**src/verilog/sram_pkg.sv**
```systemverilog
`default_nettype none

package sram_pkg;

    // Bank geometry
    localparam int BANK_WORDS = 256;
    localparam int ADDR_W     = $clog2(BANK_WORDS);
    localparam int DATA_W     = 32;
    localparam int MASK_W     = DATA_W / 8;

    typedef logic [ADDR_W-1:0] sram_addr_t;
    typedef logic [DATA_W-1:0] sram_data_t;
    typedef logic [MASK_W-1:0] sram_mask_t;

    // One bank, one cycle, both ports
    typedef struct packed {
        logic       rw_ena;
        logic       rw_write;
        sram_mask_t rw_mask;
        sram_addr_t rw_addr;
        sram_data_t rw_wdata;
        logic       ro_ena;
        sram_addr_t ro_addr;
    } bank_cmd_t;

    // Host request packet, bank_sel 0 picks bank 0
    typedef struct packed {
        logic      bank_sel;
        bank_cmd_t cmd;
    } mem_req_t;

    typedef struct packed {
        logic       rw_valid;
        sram_data_t rw_data;
        logic       ro_valid;
        sram_data_t ro_data;
    } mem_resp_t;

endpackage

`default_nettype wire

```
**src/verilog/sram_request_router.sv**
```systemverilog
`timescale 1ns/1ps
`default_nettype none

module sram_request_router import sram_pkg::*; #(
    parameter int QUEUE_DEPTH      = 4,
    parameter int MAX_RESP_CREDITS = 8
) (
    input  logic      clk_in,
    input  logic      arst_n,
    input  logic      req_valid,
    input  mem_req_t  req,
    input  logic      resp_credit,
    output logic      req_credit,
    output bank_cmd_t bank_cmd0,
    output bank_cmd_t bank_cmd1,
    output logic      issue_valid,
    output logic      issue_bank,
    output logic      issue_rw_read,
    output logic      issue_ro_read
);

    localparam int PTR_W = (QUEUE_DEPTH > 1) ? $clog2(QUEUE_DEPTH) : 1;
    localparam int CNT_W = $clog2(QUEUE_DEPTH + 1);
    localparam int CRD_W = $clog2(MAX_RESP_CREDITS + 1);

    mem_req_t         queue [QUEUE_DEPTH];
    logic [PTR_W-1:0] wr_ptr;
    logic [PTR_W-1:0] rd_ptr;
    logic [CNT_W-1:0] count;
    logic [CRD_W-1:0] credits;

    mem_req_t head;
    logic     head_rw_read;
    logic     head_ro_read;
    logic     head_reads;
    logic     push;
    logic     pop;

    function automatic logic [PTR_W-1:0] ptr_next(input logic [PTR_W-1:0] ptr);
        if (ptr == PTR_W'(QUEUE_DEPTH - 1)) begin
            return '0;
        end
        return ptr + 1'b1;
    endfunction

    assign head         = queue[rd_ptr];
    assign head_rw_read = head.cmd.rw_ena & ~head.cmd.rw_write;
    assign head_ro_read = head.cmd.ro_ena;
    assign head_reads   = head_rw_read | head_ro_read;

    // Host only sends with a credit in hand, so no full check
    assign push = req_valid;

    // Reads wait for a response credit, writes and idle packets go straight out
    assign pop = (count != '0) && (!head_reads || (credits != '0));

    always_ff @(posedge clk_in) begin
        if (push) begin
            queue[wr_ptr] <= req;
        end
    end

    always_ff @(posedge clk_in or negedge arst_n) begin
        if (!arst_n) begin
            wr_ptr <= '0;
            rd_ptr <= '0;
            count  <= '0;
        end else begin
            if (push) begin
                wr_ptr <= ptr_next(wr_ptr);
            end
            if (pop) begin
                rd_ptr <= ptr_next(rd_ptr);
            end
            count <= count + CNT_W'(push) - CNT_W'(pop);
        end
    end

    // Response credits, spent when a read issues
    always_ff @(posedge clk_in or negedge arst_n) begin
        if (!arst_n) begin
            credits <= '0;
        end else begin
            credits <= credits + CRD_W'(resp_credit) - CRD_W'(pop & head_reads);
        end
    end

    // Steer the head to its bank, the other bank sees all zeros
    always_ff @(posedge clk_in or negedge arst_n) begin
        if (!arst_n) begin
            bank_cmd0     <= '0;
            bank_cmd1     <= '0;
            req_credit    <= 1'b0;
            issue_valid   <= 1'b0;
            issue_bank    <= 1'b0;
            issue_rw_read <= 1'b0;
            issue_ro_read <= 1'b0;
        end else begin
            bank_cmd0 <= '0;
            bank_cmd1 <= '0;
            if (pop) begin
                if (head.bank_sel) begin
                    bank_cmd1 <= head.cmd;
                end else begin
                    bank_cmd0 <= head.cmd;
                end
                issue_bank <= head.bank_sel;
            end
            req_credit    <= pop;
            issue_valid   <= pop & head_reads;
            issue_rw_read <= pop & head_rw_read;
            issue_ro_read <= pop & head_ro_read;
        end
    end

endmodule

`default_nettype wire

```
**config.mk**
```make
export PLATFORM = sky130hd
export DESIGN_NAME = sram_request_router
export DESIGN_NICKNAME = d
export VERILOG_FILES = /design/src/verilog/sram_pkg.sv /design/src/verilog/sram_request_router.sv
export SDC_FILE = /design/constraint.sdc
export NUM_CORES = 1
export LEC_CHECK = 0
export BUFFER_PORTS_ARGS = -buffer_cell sky130_fd_sc_hd__buf_4
export CELL_PAD_IN_SITES_DETAIL_PLACEMENT = 1
export CELL_PAD_IN_SITES_GLOBAL_PLACEMENT = 1
export CORE_ASPECT_RATIO = 1.5
export CORE_MARGIN = 2
export CORE_UTILIZATION = 46
export CTS_BUF_LIST = sky130_fd_sc_hd__clkbuf_2
export DETAILED_ROUTE_END_ITERATION = 7
export PLACE_DENSITY_LB_ADDON = 0.05
export SLEW_MARGIN = 20
export SYNTH_ARGS = -nofsm -noshare
export SYNTH_HDL_FRONTEND = slang
export SYNTH_SLANG_ARGS = --single-unit
```
**constraint.sdc**
```tcl
create_clock -name clk_in -period 2.9 [get_ports clk_in]
set_clock_uncertainty 0.15 [all_clocks]
set_input_delay 0.87 -clock clk_in [delete_from_list [all_inputs] [get_ports clk_in]]
set_output_delay 0.87 -clock clk_in [all_outputs]
set_load 0.02 [all_outputs]
```
==> impl_metrics.toml <==
[status]
outcome = "complete, no violations"

[yosys]
syn-num-nets = 688
synthesis.area_sq_um = 12600
synthCells = 614
synth-main-ff-cell = "edfxtp_1"
yosysSeqAreaShare_pct = 78.5
yosys-top-cells-area = "edfxtp_1, dfrtp_1, mux4_2"
synth_top_cells_by_count = "edfxtp_1, dfrtp_1, and2_1"
synth_edf_count = 224
synth_top_area_cell = "edfxtp_1"
synth_top_area_share_pct = 53.5
yosys_warnings = 0
syn-mean-instance-area_sq_um = 20.5
ys_ff_latch = 350
async_flop_share_pct = 36.0
yosysMostFrequentCell = "edfxtp_1"
yosysUniqueCellTypes = 31

[clock_network]
cts-root-buf = "clkbuf_2"
insertion_delay_ps = 880
htree_levels = 3
clock-sinks = 350
cts_tree = "yes"
cts_buffers = 81
cts_max_path_buffers = 3
clk_pin_slew_worst_paths_ps = 110

[hold_path]
whs_path_depth = 2
worstHoldStart = "req_valid"
hp-class = "primary input to flip-flop"
min_to = "wr_ptr[0]"

[detailed_routing]
vias = 6519
drc_errors = 0
ant_nets = 0
drt_iter0_drc = 252
via_per_inst = 4.89
drt-total-wl_mm = 25.2
detailedRoute.firstPassIterationCount = 4
wire_per_inst_um = 18.9

[finish]
area_growth_pct = 25.4
drive_gt1_share_pct = 43.4
fillers = 2529
fin_area_sq_um = 15800
nets = 998
regArea_sq_um = 9880
stdcell_count = 1333
multi_input_area_sq_um = 2530

[place]
placed_cell_area_sq_um = 14400
hpwlAfterDp_mm = 15.4
placedCellCount = 1124
port_buffers = 174
gp_congestion = 0.702
pre_cts_slack_ps = -2.87

[critical_path]
path_cells = "mux4_2 > nand2b_4 > nand2_2 > a21oi_2 > ha_1 > inv_1 > ha_1 > inv_1 > fa_2 > xnor2_1 > xnor2_1"
crit_buf_inv = 2
cp-end-kind = "flip-flop"
cpPeakStageDelay_ps = 540
reg2reg_depth = 11
worst_r2r_endpoint = "count[2]"
crit_slowest_cell = "mux4_2"
startpoint_type = "flip-flop"
r2r_start = "rd_ptr[0]"
critPathKind = "flip-flop to flip-flop"
regToRegSetupSlack_ps = 140
critPathMaxFanout = 4
cp.required_ps = 3550
critPathArrivalTime_ps = 3410
cp_top_family = "adder cells"

[run]
drv_cap = 0

[timing]
holdWs_ps = 137
timing.fmax_ghz = 0.362
worst_pin_slew_ps = 835
setup_viol = 0
period_needed_ps = 2760
fin_ws_ps = 137
drv_slew = 0
fin_crit_sh_pct = 95.3
rsz0062_at_grt = "false"
hold_viol_final = 0
relSlewSlack_pct = 44.3

[power_and_ir_drop]
power_density_nw_per_um2 = 1000
p_leak_nw = 6.48
clkPwrFrac_pct = 18.8
p_sw_mw = 5.39
seqPwrFrac_pct = 43.8
pwr-share-comb_pct = 37.4
p_sw_share_pct = 34.0
p_int_mw = 10.5
peakVddDrop_uv = 1040
power.total_mw = 15.8

[global_routing]
antenna_found_initial = 3
grt_pass1_vias = 7533
globalRoute.totalOverflow = 0
grt_max_degree = 57
grt_pass1_wl_mm = 39.9
grtUsageTotal_pct = 18.2

[floorplanning]
dieArea_sq_um = 28700
rows = 74
ios = 175
coreArea_sq_um = 27000
fp.dieW_um = 139
start_util_pct = 46.5
die_h_um = 207
[stage by stage]
stage / TNS [ps] / util (%)
2_1_floorplan: 0 / -
3_3_place_gp: 0 / 53.4
3_5_place_dp: -2.87 / 53.4
4_1_cts: 0 / 58.2
5_1_grt: 0 / 58.3
6_report: 0 / 58.3
[worst register-to-register path, cell delays in order, from the launching register on]
cell,delay (ps)
dfrtp_4,470
mux4_2,540
nand2b_4,170
nand2_2,70
a21oi_2,60
ha_1,290
inv_1,60
ha_1,140
inv_1,60
fa_2,360
xnor2_1,200
xnor2_1,130
[repair_timing]
action | CTS | global route
resized for setup | 0 | 6
endpoints found under the setup margin | 1 | 3
hold buffers | 58 | 0
pin swaps | 0 | 3
hold endpoints to repair | 271 | 0
buffers inserted | 1 | 0
[worst max path at each step]
stage | endpoint | from | slack (ps) | cells past startpoint
floorplan | count[2] | rd_ptr[0] | 100 | 12
global placement | count[2] | rd_ptr[0] | 100 | 11
detailed placement | count[2] | rd_ptr[0] | -3 | 11
CTS | count[2] | rd_ptr[0] | 10 | 11
global route | count[2] | rd_ptr[0] | 10 | 11
finish | count[2] | rd_ptr[0] | 140 | 11
[layout by cell type, fill, tap and decap left out, types with 2 or more instances in the layout]
master	instances
diode_2	3
a222oi_1	2
buf_12	8
mux4_2	56
clkinv_1	16
inv_1	16
nor4_1	3
nor3b_1	2
o21ai_0	2
ha_1	12
and2_1	56
nor2b_1	18
buf_4	185
dlygate4sd3_1	58
mux2i_1	2
nor2_1	6
and2_4	4
inv_2	4
edfxtp_1	224
xnor2_1	3
dfrtp_1	124
nor3_1	3
nand2_1	4
clkbuf_2	128
nor2b_2	34
[power by group through the flow]
stage	Combinational [mW]	Clock [mW]	Sequential, mW
finish	5.92	2.98	6.93
global route	6.49	3.36	7.05
CTS	6.06	3.14	6.95
detailed placement	5.95	0	7.06
global placement	5.79	0	6.99
floorplan	3.13	0	7.69
[sequential cells by signal (all words and copies together), names as in the netlist]
register	cells
bank_cmd1	55
count	3
issue_bank	1
bank_cmd0	55
issue_valid	1
issue_rw_read	1
issue_ro_read	1
wr_ptr	2
rd_ptr	2
req_credit	1
credits	4
queue	224
[layer usage]
metal	vias up	routed length (um)	GRT usage [%]
met5	-	0	0
met4	0	544	7.32
met3	48	1270	4.87
met2	179	14000	33.1
met1	3342	9440	20.5
li1	2950	-	-
[cells by family (layout without fill, tap and decap cells)]
group | count (synthesis) | after routing | synth area share [%]
flip-flops | 350 | 350 | 78.5
AND/OR/NAND/NOR | 138 | 138 | 7.41
multiplexers | 58 | 58 | 10.2
buffers and inverters | 42 | 416 | 1.62
adder cells (fa/ha/maj) | 14 | 14 | 1.51
AO/OA/AOI/OAI | 8 | 8 | 0.448
XOR/XNOR | 4 | 4 | 0.279
other | 0 | 3 | 0
[layout make-up]
class / count / share of cell area (%)
Inverter: 17 / 0.405
Clock buffer: 128 / 4.06
Multi-Input combinational cell: 222 / 16.1
Clock inverter: 19 / 0.452
Tap cell: 342 / 2.71
Antenna cell: 3 / 0.0476
Timing Repair Buffer: 252 / 13.6
Sequential cell: 350 / 62.7
(Power assumes the default switching activity.)
